### config.mk
export PLATFORM = sky130hd
export DESIGN_NAME = opl3_voice
export DESIGN_NICKNAME = d
export VERILOG_FILES = /design/src/verilog/axi_lite_pkg.sv /design/src/verilog/opl3_pkg.sv /design/src/verilog/i2s_tx.sv /design/src/verilog/operator_wave.sv /design/src/verilog/opl3_voice.sv /design/src/verilog/phase_gen.sv /design/src/verilog/sample_clk_div.sv /design/src/verilog/voice_regs.sv
export SDC_FILE = /design/constraint.sdc
export NUM_CORES = 1
export LEC_CHECK = 0
export ABC_AREA = 1
export ABC_CLOCK_PERIOD_IN_PS = 6600
export BUFFER_PORTS_ARGS = -buffer_cell sky130_fd_sc_hd__buf_2
export CAP_MARGIN = 20
export CORE_MARGIN = 5
export CORE_UTILIZATION = 57
export DETAILED_ROUTE_END_ITERATION = 8
export HOLD_SLACK_MARGIN = 0.02
export MAX_ROUTING_LAYER = met4
export PLACE_DENSITY = 0.77
export SLEW_MARGIN = 20
export SYNTH_ARGS = -nofsm -noshare
export SYNTH_HDL_FRONTEND = slang
export SYNTH_SLANG_ARGS = --single-unit
### constraint.sdc
create_clock -name clk -period 6.6 [get_ports clk]
set_input_delay 0.66 -clock clk [delete_from_list [all_inputs] [get_ports clk]]
set_output_delay 0.66 -clock clk [all_outputs]
set_load 0.01 [all_outputs]
### src/verilog/axi_lite_pkg.sv
// AXI4-Lite channel bundles, response codes and the voice register map
// Used by the register block and by whatever drives the host side

package axi_lite_pkg;

    localparam int AXI_ADDR_WIDTH = 8;
    localparam int AXI_DATA_WIDTH = 32;

    typedef struct packed {
        logic awvalid;
        logic [AXI_ADDR_WIDTH-1:0] awaddr;
        logic wvalid;
        logic [AXI_DATA_WIDTH-1:0] wdata;
        logic [AXI_DATA_WIDTH/8-1:0] wstrb;
        logic bready;
        logic arvalid;
        logic [AXI_ADDR_WIDTH-1:0] araddr;
        logic rready;
    } axi_lite_req_t;

    typedef struct packed {
        logic awready;
        logic wready;
        logic bvalid;
        logic [1:0] bresp;
        logic arready;
        logic rvalid;
        logic [AXI_DATA_WIDTH-1:0] rdata;
        logic [1:0] rresp;
    } axi_lite_rsp_t;

    localparam logic [1:0] RESP_OKAY = 2'b00;
    localparam logic [1:0] RESP_SLVERR = 2'b10;

    localparam logic [AXI_ADDR_WIDTH-1:0] ADDR_FREQ = 8'h00;
    localparam logic [AXI_ADDR_WIDTH-1:0] ADDR_OP = 8'h04;

endpackage

### src/verilog/opl3_pkg.sv
// Widths, register layouts and waveform codes for the FM voice
// Import this package wherever voice configuration or audio samples are handled

package opl3_pkg;

    // ##################################################
    // Datapath widths
    // ##################################################
    localparam int SAMPLE_WIDTH = 16;
    localparam int PHASE_WIDTH = 20;
    localparam int FNUM_WIDTH = 10;
    localparam int BLOCK_WIDTH = 3;
    localparam int MULT_WIDTH = 4;
    localparam int ATTEN_WIDTH = 4;
    localparam int REG_WIDTH = 32;

    localparam int FREQ_PAD_WIDTH = REG_WIDTH - 1 - BLOCK_WIDTH - FNUM_WIDTH - MULT_WIDTH;
    localparam int OP_PAD_WIDTH = REG_WIDTH - 2 - ATTEN_WIDTH - 2;

    typedef enum logic [1:0] {
        WAVE_TRIANGLE,
        WAVE_HALF_TRIANGLE,
        WAVE_SQUARE,
        WAVE_SAW
    } wave_sel_e;

    // ##################################################
    // Register words
    // ##################################################
    typedef struct packed {
        logic [FREQ_PAD_WIDTH-1:0] pad;
        logic key_on;
        logic [BLOCK_WIDTH-1:0] block;
        logic [FNUM_WIDTH-1:0] fnum;
        logic [MULT_WIDTH-1:0] mult;
    } freq_reg_t;

    typedef struct packed {
        logic [OP_PAD_WIDTH-1:0] pad;
        wave_sel_e wave_sel;
        logic [ATTEN_WIDTH-1:0] atten;
        logic cha;
        logic chb;
    } op_reg_t;

    // The same bus word seen as either register
    typedef union packed {
        freq_reg_t freq;
        op_reg_t op;
    } reg_word_u;

    typedef struct packed {
        freq_reg_t freq;
        op_reg_t op;
    } voice_cfg_t;

endpackage

### src/verilog/i2s_tx.sv
// I2S transmitter for one stereo frame per audio sample
// A frame is 64 clocks with sclk at half the clock rate; ws leads the data
// by one bit and the line idles low between frames

`timescale 1ns/1ps

module i2s_tx import opl3_pkg::*; (
    input logic clk,
    input logic rst,
    input logic sample_en,
    input logic signed [SAMPLE_WIDTH-1:0] left,
    input logic signed [SAMPLE_WIDTH-1:0] right,
    output logic i2s_sclk,
    output logic i2s_ws,
    output logic i2s_sd
);

    localparam int FRAME_CLKS = 4 * SAMPLE_WIDTH;
    localparam int CNT_WIDTH = $clog2(FRAME_CLKS);
    localparam int SLOT_WIDTH = CNT_WIDTH - 1;

    logic active;
    logic [CNT_WIDTH-1:0] cnt;
    logic [CNT_WIDTH-1:0] cnt_next;
    logic [SLOT_WIDTH-1:0] slot_next;
    logic [2*SAMPLE_WIDTH-1:0] shreg;

    assign cnt_next = cnt + 1'b1;
    assign slot_next = cnt_next[CNT_WIDTH-1:1];

    always_ff @(posedge clk) begin
        if (rst) begin
            active <= 1'b0;
            cnt <= '0;
            i2s_sclk <= 1'b0;
            i2s_ws <= 1'b0;
            i2s_sd <= 1'b0;
        end else if (sample_en) begin
            // Left MSB goes out in the first bit slot, ws is already low
            active <= 1'b1;
            cnt <= '0;
            i2s_sclk <= 1'b0;
            i2s_sd <= left[SAMPLE_WIDTH-1];
        end else if (active) begin
            if (cnt == CNT_WIDTH'(FRAME_CLKS - 1)) begin
                active <= 1'b0;
                i2s_sclk <= 1'b0;
                i2s_sd <= 1'b0;
            end else begin
                cnt <= cnt_next;
                i2s_sclk <= cnt_next[0];
                // Falling sclk edge starts a new bit slot
                if (!cnt_next[0]) begin
                    i2s_sd <= shreg[2*SAMPLE_WIDTH-1];
                    i2s_ws <= (slot_next >= SLOT_WIDTH'(SAMPLE_WIDTH - 1)) &&
                              (slot_next < SLOT_WIDTH'(2 * SAMPLE_WIDTH - 1));
                end
            end
        end
    end

    always_ff @(posedge clk) begin
        if (sample_en) begin
            shreg <= {left[SAMPLE_WIDTH-2:0], right, 1'b0};
        end else if (active && !cnt_next[0]) begin
            shreg <= {shreg[2*SAMPLE_WIDTH-2:0], 1'b0};
        end
    end

endmodule

### src/verilog/operator_wave.sv
// Operator output stage
// Turns the phase into one of four waveforms, applies attenuation and gates
// the left and right channels; samples update the cycle after the phase moves

`timescale 1ns/1ps

module operator_wave import opl3_pkg::*; (
    input logic clk,
    input logic rst,
    input logic sample_en,
    input logic [PHASE_WIDTH-1:0] phase,
    input voice_cfg_t cfg,
    output logic signed [SAMPLE_WIDTH-1:0] left,
    output logic signed [SAMPLE_WIDTH-1:0] right
);

    // Only the top phase bits shape the wave
    localparam int P_WIDTH = 10;
    localparam logic signed [P_WIDTH:0] TRI_LOW = 256;
    localparam logic signed [P_WIDTH:0] TRI_HIGH = 767;
    localparam logic signed [SAMPLE_WIDTH-1:0] SQUARE_LEVEL = 32704;

    logic [P_WIDTH-1:0] p;
    logic signed [P_WIDTH:0] tri_lin;
    logic signed [SAMPLE_WIDTH-1:0] tri_wave;
    logic signed [SAMPLE_WIDTH-1:0] saw_wave;
    logic signed [SAMPLE_WIDTH-1:0] wave;
    logic signed [SAMPLE_WIDTH-1:0] scaled;
    logic load_q;

    assign p = phase[PHASE_WIDTH-1 -: P_WIDTH];

    // Rising half then falling half, both within -256..255
    always_comb begin
        if (!p[P_WIDTH-1]) begin
            tri_lin = $signed({1'b0, p}) - TRI_LOW;
        end else begin
            tri_lin = TRI_HIGH - $signed({1'b0, p});
        end
    end

    // Times 128 and times 64 are plain bit placements
    assign tri_wave = {tri_lin[P_WIDTH-2:0], {(SAMPLE_WIDTH - P_WIDTH + 1){1'b0}}};
    assign saw_wave = {~p[P_WIDTH-1], p[P_WIDTH-2:0], {(SAMPLE_WIDTH - P_WIDTH){1'b0}}};

    always_comb begin
        case (cfg.op.wave_sel)
            WAVE_TRIANGLE: wave = tri_wave;
            WAVE_HALF_TRIANGLE: wave = p[P_WIDTH-1] ? '0 : tri_wave;
            WAVE_SQUARE: wave = p[P_WIDTH-1] ? -SQUARE_LEVEL : SQUARE_LEVEL;
            default: wave = saw_wave;
        endcase
    end

    assign scaled = wave >>> cfg.op.atten;

    always_ff @(posedge clk) begin
        if (rst) begin
            load_q <= 1'b0;
            left <= '0;
            right <= '0;
        end else begin
            load_q <= sample_en;
            if (load_q) begin
                left <= cfg.op.cha ? scaled : '0;
                right <= cfg.op.chb ? scaled : '0;
            end
        end
    end

endmodule

### src/verilog/opl3_voice.sv
// Top level of the single FM voice
// Host registers come in over AXI4-Lite, audio leaves as I2S; SAMPLE_DIV
// sets the clocks per sample and must be at least 64

`timescale 1ns/1ps

module opl3_voice import opl3_pkg::*, axi_lite_pkg::*; #(
    parameter int SAMPLE_DIV = 64
) (
    input logic clk,
    input logic rst,
    input axi_lite_req_t axi_req,
    output axi_lite_rsp_t axi_rsp,
    output logic i2s_sclk,
    output logic i2s_ws,
    output logic i2s_sd
);

    voice_cfg_t cfg;
    logic sample_en;
    logic [PHASE_WIDTH-1:0] phase;
    logic signed [SAMPLE_WIDTH-1:0] left;
    logic signed [SAMPLE_WIDTH-1:0] right;

    voice_regs voice_regs_inst (
        .clk(clk),
        .rst(rst),
        .axi_req(axi_req),
        .axi_rsp(axi_rsp),
        .cfg(cfg)
    );

    sample_clk_div #(
        .SAMPLE_DIV(SAMPLE_DIV)
    ) sample_clk_div_inst (
        .clk(clk),
        .rst(rst),
        .sample_en(sample_en)
    );

    phase_gen phase_gen_inst (
        .clk(clk),
        .rst(rst),
        .sample_en(sample_en),
        .cfg(cfg),
        .phase(phase)
    );

    operator_wave operator_wave_inst (
        .clk(clk),
        .rst(rst),
        .sample_en(sample_en),
        .phase(phase),
        .cfg(cfg),
        .left(left),
        .right(right)
    );

    i2s_tx i2s_tx_inst (
        .clk(clk),
        .rst(rst),
        .sample_en(sample_en),
        .left(left),
        .right(right),
        .i2s_sclk(i2s_sclk),
        .i2s_ws(i2s_ws),
        .i2s_sd(i2s_sd)
    );

endmodule

### src/verilog/phase_gen.sv
// Phase accumulator of the voice
// The increment follows fnum, block and mult; the phase advances once per
// sample and sits at zero while the key is off

`timescale 1ns/1ps

module phase_gen import opl3_pkg::*; (
    input logic clk,
    input logic rst,
    input logic sample_en,
    input voice_cfg_t cfg,
    output logic [PHASE_WIDTH-1:0] phase
);

    // fnum shifted by the largest block value
    localparam int SHIFT_WIDTH = FNUM_WIDTH + (1 << BLOCK_WIDTH) - 1;
    localparam int PROD_WIDTH = SHIFT_WIDTH + MULT_WIDTH + 1;

    logic [SHIFT_WIDTH-1:0] fnum_shifted;
    logic [MULT_WIDTH:0] mult_x2;
    logic [PROD_WIDTH-1:0] product;
    logic [PHASE_WIDTH-1:0] phase_inc;

    assign fnum_shifted = SHIFT_WIDTH'(cfg.freq.fnum) << cfg.freq.block;

    // Multiplier is doubled so that mult 0 can stand for one half
    assign mult_x2 = (cfg.freq.mult == '0) ? (MULT_WIDTH + 1)'(1) : {cfg.freq.mult, 1'b0};

    assign product = PROD_WIDTH'(fnum_shifted) * PROD_WIDTH'(mult_x2);

    // Drop the doubling again; upper bits fall off with the phase wrap
    assign phase_inc = product[PHASE_WIDTH:1];

    always_ff @(posedge clk) begin
        if (rst) begin
            phase <= '0;
        end else if (sample_en) begin
            if (!cfg.freq.key_on) begin
                phase <= '0;
            end else begin
                phase <= phase + phase_inc;
            end
        end
    end

endmodule

### src/verilog/sample_clk_div.sv
// Audio sample rate divider
// Gives a one-cycle sample_en every SAMPLE_DIV clocks, first one SAMPLE_DIV
// clocks after reset is released

`timescale 1ns/1ps

module sample_clk_div #(
    parameter int SAMPLE_DIV = 64
) (
    input logic clk,
    input logic rst,
    output logic sample_en
);

    localparam int CNT_WIDTH = $clog2(SAMPLE_DIV);
    localparam logic [CNT_WIDTH-1:0] LAST_COUNT = CNT_WIDTH'(SAMPLE_DIV - 1);

    logic [CNT_WIDTH-1:0] count;

    always_ff @(posedge clk) begin
        if (rst || count == LAST_COUNT) begin
            count <= '0;
        end else begin
            count <= count + 1'b1;
        end
    end

    // Counter is a flop, so the decode is clean
    assign sample_en = (count == LAST_COUNT);

endmodule

### src/verilog/voice_regs.sv
// AXI4-Lite slave holding the frequency and operator registers of the voice
// Writes need full strobes; unknown addresses answer SLVERR and change nothing

`timescale 1ns/1ps

module voice_regs import opl3_pkg::*, axi_lite_pkg::*; (
    input logic clk,
    input logic rst,
    input axi_lite_req_t axi_req,
    output axi_lite_rsp_t axi_rsp,
    output voice_cfg_t cfg
);

    logic wr_fire;
    logic rd_fire;
    logic bvalid_q;
    logic [1:0] bresp_q;
    logic rvalid_q;
    logic [1:0] rresp_q;
    logic [AXI_DATA_WIDTH-1:0] rdata_q;
    reg_word_u wr_word;
    freq_reg_t freq_wr;
    op_reg_t op_wr;

    // A write needs address and data together and no response pending
    assign wr_fire = axi_req.awvalid && axi_req.wvalid && !bvalid_q;
    assign rd_fire = axi_req.arvalid && !rvalid_q;

    assign wr_word = axi_req.wdata;

    // Padding is dropped on the way in so it always reads back as zero
    always_comb begin
        freq_wr = wr_word.freq;
        freq_wr.pad = '0;
        op_wr = wr_word.op;
        op_wr.pad = '0;
    end

    // ##################################################
    // Write channel
    // ##################################################
    always_ff @(posedge clk) begin
        if (rst) begin
            cfg <= '0;
            bvalid_q <= 1'b0;
            bresp_q <= RESP_OKAY;
        end else if (wr_fire) begin
            bvalid_q <= 1'b1;
            bresp_q <= RESP_OKAY;
            case (axi_req.awaddr)
                ADDR_FREQ: if (&axi_req.wstrb) cfg.freq <= freq_wr;
                ADDR_OP: if (&axi_req.wstrb) cfg.op <= op_wr;
                default: bresp_q <= RESP_SLVERR;
            endcase
        end else if (axi_req.bready) begin
            bvalid_q <= 1'b0;
        end
    end

    // ##################################################
    // Read channel
    // ##################################################
    always_ff @(posedge clk) begin
        if (rst) begin
            rvalid_q <= 1'b0;
            rresp_q <= RESP_OKAY;
        end else if (rd_fire) begin
            rvalid_q <= 1'b1;
            rresp_q <= (axi_req.araddr == ADDR_FREQ || axi_req.araddr == ADDR_OP) ?
                       RESP_OKAY : RESP_SLVERR;
        end else if (axi_req.rready) begin
            rvalid_q <= 1'b0;
        end
    end

    always_ff @(posedge clk) begin
        if (rd_fire) begin
            case (axi_req.araddr)
                ADDR_FREQ: rdata_q <= cfg.freq;
                ADDR_OP: rdata_q <= cfg.op;
                default: rdata_q <= '0;
            endcase
        end
    end

    always_comb begin
        axi_rsp.awready = wr_fire;
        axi_rsp.wready = wr_fire;
        axi_rsp.bvalid = bvalid_q;
        axi_rsp.bresp = bresp_q;
        axi_rsp.arready = rd_fire;
        axi_rsp.rvalid = rvalid_q;
        axi_rsp.rdata = rdata_q;
        axi_rsp.rresp = rresp_q;
    end

endmodule
==> impl_metrics.toml, run 1 <==
[run_status]
outcome = "finished, final reports clean"

[timing]
final_max_slew_viol_count = 0
rsz0062_at_grt = "false"
slew_headroom_pct = 34.6
skew_ps = 12.7
period_share_pct = 91.5
hold_ws_ps = 444
setup_viol = 0
max_freq_mhz = 166
setup_tns_ps = 0
hold_viol = 0
fin_crit_ps = 6040
worst_pin_slew_ps = 981

[clock_tree]
cts-buffers-inserted = 17
cts-resized-gates = 0
tritoncts = "yes"
clk_pin_slew_ps = 60
hold_buffers = 0
clock_latency_ps = 430
cts_buffer_depth = 2
cts-root-buf = "clkbuf_16"
h-tree-depth = 4
cts_sinks = 148
post_cts_buffers = 0

[route]
wl_per_cell_um = 14.5
vias = 9389
via_per_inst = 5.44
drt_wl_total_mm = 25.0
firstDrtPassIters = 5
ant_nets = 0
drc = 0
first_iter_violations = 691

[worst_setup_path]
cp_max_fo = 13
crit_arrival_ps = 6340
end_kind = "register"
critical_path.most_common_cell = "inv_1"
worstSetupPathType = "register to register"
crit_required_ps = 6900
r2r-start = "voice_regs_inst.cfg[47]"
reg2reg_depth = 30
slowest_delay_ps = 540
slowest_stage = "fa_1"
critPathLaunchType = "register"
crit_path_start = "voice_regs_inst.cfg[47]"

[layout]
nets = 1648
areaGrowthSynthToFinish_pct = 9.14
fin_cells = 1725
n_antenna_cell = 0
drive_gt1_share_pct = 9.02
final_util_pct = 63.4

[hold_path]
hold_class = "register to register"
hold_depth = 1
hp-start = "sample_clk_div_inst.count[0]"

[global_routing]
globalRoute.totalOverflow = 0
grt_pass1_vias = 9024
grt_pass1_wl_mm = 42.5
grt_max_degree = 40
antenna_found_initial = 0
grt_usage_pct = 24.6

[yosys]
avgSynthCellArea_um2 = 7.29
yosys.cell_count.top_type = "nand2_1"
synth_top_area_share_pct = 18.9
synth_edf_count = 49
netlist_instances = 1442
ys_top_cells_by_count = "nand2_1, inv_1, nand3_1, nor2_1, a21oi_1"
ys_warn_count = 0
synth_area_um2 = 10500
yosysTopAreaCell = "dfxtp_1"
synth_area_leaders = "dfxtp_1, edfxtp_1, nand2_1"
synth-seq-cells = 148
ys_seq_area_share_pct = 32.9
synthArstFlopShare_pct = 0
ys_types = 46
yosys_most_used_dff = "dfxtp_1"

[die]
die_y_um = 146
rows = 49
die_width_um = 146
start_util_pct = 58.1
die_area_um2 = 21300
io_pins = 103
fp.coreArea_um2 = 18100

[pwr]
pwr_density_cell_nw_per_um2 = 169
vdd_drop_max_mv = 0.170
total_power_uw = 1940
p_leak_uw = 0.00522

[job]
maxCapViolCount = 0

[placed_design]
port_buffers = 72
dp.cells = 1693
place.detailed.hpwl_mm = 19.0
finalWeightedCongestion = 0.940
==> per-layer routing <==
layer,up-vias,GRT usage [%],part of all wire [%]
li1,4738,-,-
met1,4326,31.7,44
met2,282,39.8,48
met4,0,7.74,2.0
met3,43,4.08,5.7
met5,-,-,0
==> worst max-delay path: cells and delay by family (launching register included) <==
| family | cells | cell delay [ps] |
|---|---|---|
| adders and majority gates | 5 | 2270 |
| AOI/OAI and AO/OA | 9 | 1430 |
| and+or+nand+nor | 9 | 1020 |
| xor gates and xnor gates | 1 | 160 |
| buffers and inverters | 6 | 600 |
| DFF | 1 | 440 |
==> power by group <==
group          switching [uW]  total (uW)  internal (uW)
clock network             427         927            500
logic                    38.9        60.2           21.4
registers                4.29         949            944
total                     470        1940           1470
==> metrics by stage <==
step | area (um2) | setup WS (ps)
3_3_place_gp | 10900 | 347
4_1_cts | 11500 | 147
6_report | 11500 | 561
2_1_floorplan | 10600 | 1250
5_1_grt | 11500 | 16.0
3_5_place_dp | 10900 | 211
==> registers in the layout, summed over array words and instances (netlist names), 6 cells and up <==
| register | cells |
|---|---|
| operator_wave_inst.right | 16 |
| voice_regs_inst.rdata_q | 18 |
| phase_gen_inst.phase | 20 |
| i2s_tx_inst.shreg | 31 |
| voice_regs_inst.cfg | 26 |
| sample_clk_div_inst.count | 6 |
| i2s_tx_inst.cnt | 6 |
| operator_wave_inst.left | 16 |
==> kinds of logic (layout without fill, tap and decap cells) <==
kind of cell,Yosys count,after routing,synth area share (%)
DFF,148,148,32.9
xor gates and xnor gates,28,28,2.33
AOI/OAI and AO/OA,242,242,12.1
and+or+nand+nor,666,666,26.8
other,1,16,0.0357
muxes,2,2,0.202
buffers and inverters,249,288,9.83
adders and majority gates,106,106,15.8
==> final timing paths <==
kind                                                endpoint  slack [ps]
worst min register to register  sample_clk_div_inst.count[0]         440
worst min-delay path            sample_clk_div_inst.count[0]         440
worst max register to register      phase_gen_inst.phase[17]         560
worst max-delay path                phase_gen_inst.phase[17]         560
==> cell type report <==
cell class | instances | area, um2
Tap cell | 229 | 287
Multi-Input combinational cell | 1060 | 6090
Timing Repair Buffer | 77 | 398
Inverter | 179 | 672
Clock inverter | 14 | 134
Sequential cell | 148 | 3460
Clock buffer | 18 | 429
Fill cell | 1596 | 6620
==> cells in the final DEF (no fill, tap or decap), types with 2 or more instances in the layout <==
cell type and count:
nand2_1 344, nor2_2 3, o21ai_0 95, nor2_1 139, xor2_1 14, clkbuf_16 17
ha_1 61, xnor2_1 14, o21bai_1 2, a21oi_1 113, nor3_1 4, nor4_2 2
fa_1 45, or2_1 2, buf_4 5, nand4_1 8, nand3b_1 3, inv_8 6
or2_2 8, inv_2 2, conb_1 16, clkinv_1 3, o21ai_1 9, edfxtp_1 49
a21o_1 4, dfxtp_1 97, inv_1 174, clkinv_4 2, nor4_1 2, nand2_2 4
nor4_4 2, clkinvlp_4 3, nand3_1 140, buf_2 72, inv_6 3, a31oi_1 4
o22ai_1 7, o21a_1 3
No activity file was read; power rests on OpenSTA's default activity.
==> run 2, diff against run 1 <==
Settings changed: CORE_MARGIN 5 to default.
==> impl_metrics.toml, run 2 (synthesized netlist as in run 1, its figures left out) <==
[layout]
fin_cells = 1726
reg.largest.list = "i2s_tx_inst.shreg (31), voice_regs_inst.cfg (26), phase_gen_inst.phase (20)"
regMostFlops = "i2s_tx_inst.shreg"
n_antenna_cell = 0
areaGrowthSynthToFinish_pct = 9.50
layout_common_cells = "nand2_1, inv_1, nand3_1, nor2_1, a21oi_1"
layout_commonest_cell = "nand2_1"
nets = 1649
largest_register_ffs = 31
drive_gt1_share_pct = 9.29

[hold_path]
hold_depth = 2
hold_class = "register to register"
hp-start = "phase_gen_inst.phase[2]"
min_to = "phase_gen_inst.phase[2]"

[die]
io_pins = 103
rows = 49
fp.coreArea_um2 = 18000
start_util_pct = 58.3
die_y_um = 138
die_area_um2 = 19000
die_width_um = 138

[worst_setup_path]
slowest_delay_ps = 550
crit_arrival_ps = 6400
reg2reg_depth = 28
end_kind = "register"
critPathLaunchType = "register"
critical_path.most_common_cell = "o21ai_0"
worstReg2RegEnd = "phase_gen_inst.phase[18]"
r2r_slack_ps = 550
r2r-start = "voice_regs_inst.cfg[46]"
worstSetupPathType = "register to register"
cp_max_fo = 21
crit_required_ps = 6950
slowest_stage = "fa_1"

[placed_design]
place.detailed.hpwl_mm = 18.4
dp.cells = 1693
finalWeightedCongestion = 0.947
port_buffers = 72

[timing]
hold_viol = 0
skew_ps = 16.9
period_share_pct = 91.7
rsz0062_at_grt = "false"
final_max_slew_viol_count = 0
max_freq_mhz = 165
setup_viol = 0
fin_crit_ps = 6050
setup_tns_ps = 0
slew_headroom_pct = 35.8
worst_pin_slew_ps = 962

[route]
vias = 9433
drc = 0
drt_wl_total_mm = 24.4
ant_nets = 0
firstDrtPassIters = 6
first_iter_violations = 588
via_per_inst = 5.47
wl_per_cell_um = 14.1

[clock_tree]
h-tree-depth = 4
cts-root-buf = "clkbuf_16"
cts-buffers-inserted = 17
clk_pin_slew_ps = 70
cts_buffer_depth = 2
tritoncts = "yes"
cts_sinks = 148
post_cts_buffers = 0
clock_latency_ps = 430

[global_routing]
grt_max_degree = 40
grt_usage_pct = 27.8
grt_pass1_wl_mm = 40.2
globalRoute.totalOverflow = 0
antenna_found_initial = 0
grt_pass1_vias = 8675

[pwr]
pwr_density_cell_nw_per_um2 = 171
vdd_drop_max_mv = 0.171
p_leak_uw = 0.00524

[run_status]
outcome = "finished, final reports clean"

[job]
maxCapViolCount = 0
==> run 2: report_power, final <==
group / switching, uW / internal [uW]
Sequential: 3.90 / 944
Combinational: 38.9 / 22.4
Clock: 424 / 538
==> run 2: timing repair <==
item,in CTS,in global routing
gates resized for setup,0,10
setup endpoints to repair,0,10
hold buffers,0,0
endpoints found under the hold margin,0,0
==> run 2: layout make-up <==
class	instances	area, um2
inverters	179	672
fillers	1626	6520
well taps	229	287
clock buffers	17	425
clock inverters	15	159
repair buffers	78	413
flip-flops and latches	148	3460
multi-input cells	1060	6090
==> run 2: metal layers <==
layer,up-vias,wire (um),GRT usage [%]
met3,38,1390,4.93
met1,4363,10900,35.2
li1,4736,-,-
met2,296,11600,44.4
met5,-,0,-
met4,0,597,10.2
==> run 2: worst max-delay path by stage <==
stage                            startpoint                       end  cells after the start
floorplan           voice_regs_inst.cfg[47]  phase_gen_inst.phase[19]                     29
global placement    voice_regs_inst.cfg[46]  phase_gen_inst.phase[15]                     25
detailed placement  voice_regs_inst.cfg[46]  phase_gen_inst.phase[15]                     28
CTS                 voice_regs_inst.cfg[46]  phase_gen_inst.phase[15]                     28
global route        voice_regs_inst.cfg[46]  phase_gen_inst.phase[18]                     29
finish              voice_regs_inst.cfg[46]  phase_gen_inst.phase[18]                     28
==> run 2: worst max-delay path: cells and delay by family (launching register included) <==
family	cells	cell delay, ps
adders and majority gates	5	2260
DFF	1	410
buffers and inverters	3	240
xor gates and xnor gates	1	190
and+or+nand+nor	7	970
AOI/OAI and AO/OA	12	1890
==> run 2: stage by stage <==
stage	setup WS, ps	hold slack (ps)	util, %	instance area, um2	power [uW]
2_1_floorplan	1250	418	-	10600	1010
3_3_place_gp	304	429	60.5	10900	1030
3_5_place_dp	227	442	60.5	10900	1030
4_1_cts	184	463	63.7	11500	1990
5_1_grt	44.7	484	63.8	11500	2030
6_report	546	458	63.8	11500	1970
==> run 3, diff against run 2 <==
Settings changed: SYNTH_HIERARCHICAL from default to 1.
==> impl_metrics.toml, run 3 <==
[clock_tree]
cts_buffer_depth = 2
tritoncts = "yes"
h-tree-depth = 4
cts_sinks = 148
cts-root-buf = "clkbuf_16"
cts-resized-gates = 0
cts-buffers-inserted = 17
hold_buffers = 0
post_cts_buffers = 0
clk_pin_slew_ps = 70
clock_latency_ps = 440

[global_routing]
grt_pass1_wl_mm = 42.3
globalRoute.totalOverflow = 0
grt_max_degree = 62
grt_pass1_vias = 9174
grt_usage_pct = 26.5
antenna_found_initial = 0

[placed_design]
port_buffers = 72
placed_area_um2 = 11800
finalWeightedCongestion = 0.927
place.detailed.hpwl_mm = 19.4

[route]
via_per_inst = 5.23
wl_met1_mm = 11.9
routed.top_layer = "met4"
ant_nets = 0
wl_per_cell_um = 13.2
first_iter_violations = 815
vias = 10306
dr_wl_met3_mm = 1.10
drt_wl_total_mm = 26.0
drc = 0
firstDrtPassIters = 7
route.met2.wl_mm = 12.6

[yosys]
ys_warn_count = 6
avgSynthCellArea_um2 = 6.93
synth_area_um2 = 11400
netlist_instances = 1651

[die]
die_width_um = 144
rows = 51
fp.coreArea_um2 = 19600
die_y_um = 144
die_area_um2 = 20600
io_pins = 103
start_util_pct = 58.4

[timing]
rsz0062_at_grt = "false"
setup_tns_ps = 0
period_share_pct = 93.3
max_freq_mhz = 162
hold_viol = 0
hold_ws_ps = 465
slew_headroom_pct = 36.3
fin_crit_ps = 6160
setup_viol = 0
final_max_slew_viol_count = 0
skew_ps = 19.0
worst_pin_slew_ps = 955

[worst_setup_path]
cp_max_fo = 15
cpLargestDelayFamily = "adder cells"
end_kind = "register"
critical_path.most_common_cell = "inv_1"
crit_arrival_ps = 6450
slowest_stage = "dfxtp_1"
critPathLaunchType = "register"
crit_required_ps = 6890
crit_buf_inv = 5
slowest_delay_ps = 560
worstSetupPathType = "register to register"

[layout]
seq_area_um2 = 3450
final_cell_area_um2 = 12400
n_antenna_cell = 0
multi_input_area_um2 = 6740
layout_commonest_cell = "nand2_1"
areaGrowthSynthToFinish_pct = 8.70
reg.largest.list = "i2s_tx_inst/shreg (31), voice_regs_inst/cfg (26), phase_gen_inst/phase (20)"
fillers = 1792
drive_gt1_share_pct = 10.6
regMostFlops = "i2s_tx_inst/shreg"
nets = 1858
largest_register_ffs = 31
layout_common_cells = "nand2_1, inv_1, nand3_1, nor2_1, a21oi_1"

[pwr]
vdd_drop_max_mv = 0.169
p_leak_uw = 0.00588
pwr_density_cell_nw_per_um2 = 161

[job]
maxCapViolCount = 0

[run_status]
outcome = "finished, final reports clean"

[hold_path]
hold_class = "register to register"
run 3: tightest hold or removal path, cell delays in order, from the launching register on:
cell     delay (ps)
dfxtp_1         310
nand2_1          60
a21oi_1          50
run 3: power by group:
| group | total, uW | internal, uW | switching, uW | leakage, uW |
|---|---|---|---|---|
| logic | 66.9 | 23.6 | 43.2 | 0.00433 |
| clock network | 988 | 529 | 458 | 0.000296 |
| registers | 949 | 944 | 4.53 | 0.00126 |
run 3: layer usage:
layer / up-vias / track usage (%)
met5: - / -
li1: 5320 / -
met4: 0 / 7.67
met1: 4713 / 34.1
met2: 242 / 43.7
met3: 31 / 3.53
run 3: area by class of cell:
type | count | share of cell area (%)
clock inverter | 14 | 1.27
multi-input combinational | 1212 | 54.2
inverter | 236 | 7.20
sequential | 148 | 27.8
tap | 265 | 2.67
clock buffer | 18 | 3.62
timing repair buffer | 78 | 3.26
run 3: per-stage QoR:
step                setup slack, ps  std cells  utilization, %  total power [uW]
floorplan                      1400       1666               -              1020
global placement                606       1939            60.4              1040
detailed placement              470       1939            60.4              1040
CTS                             410       1971            63.5              2020
global route                   32.9       1971            63.5              2060
finish                          442       1971            63.5              2000
run 3: final timing paths:
kind,start,end,slack [ps],cells past startpoint
min reg2reg,operator_wave_inst/left[15],operator_wave_inst/left[15],470,2
max reg2reg,voice_regs_inst/cfg[47],phase_gen_inst/phase[19],440,28
max,voice_regs_inst/cfg[47],phase_gen_inst/phase[19],440,28
min,operator_wave_inst/left[15],operator_wave_inst/left[15],470,2
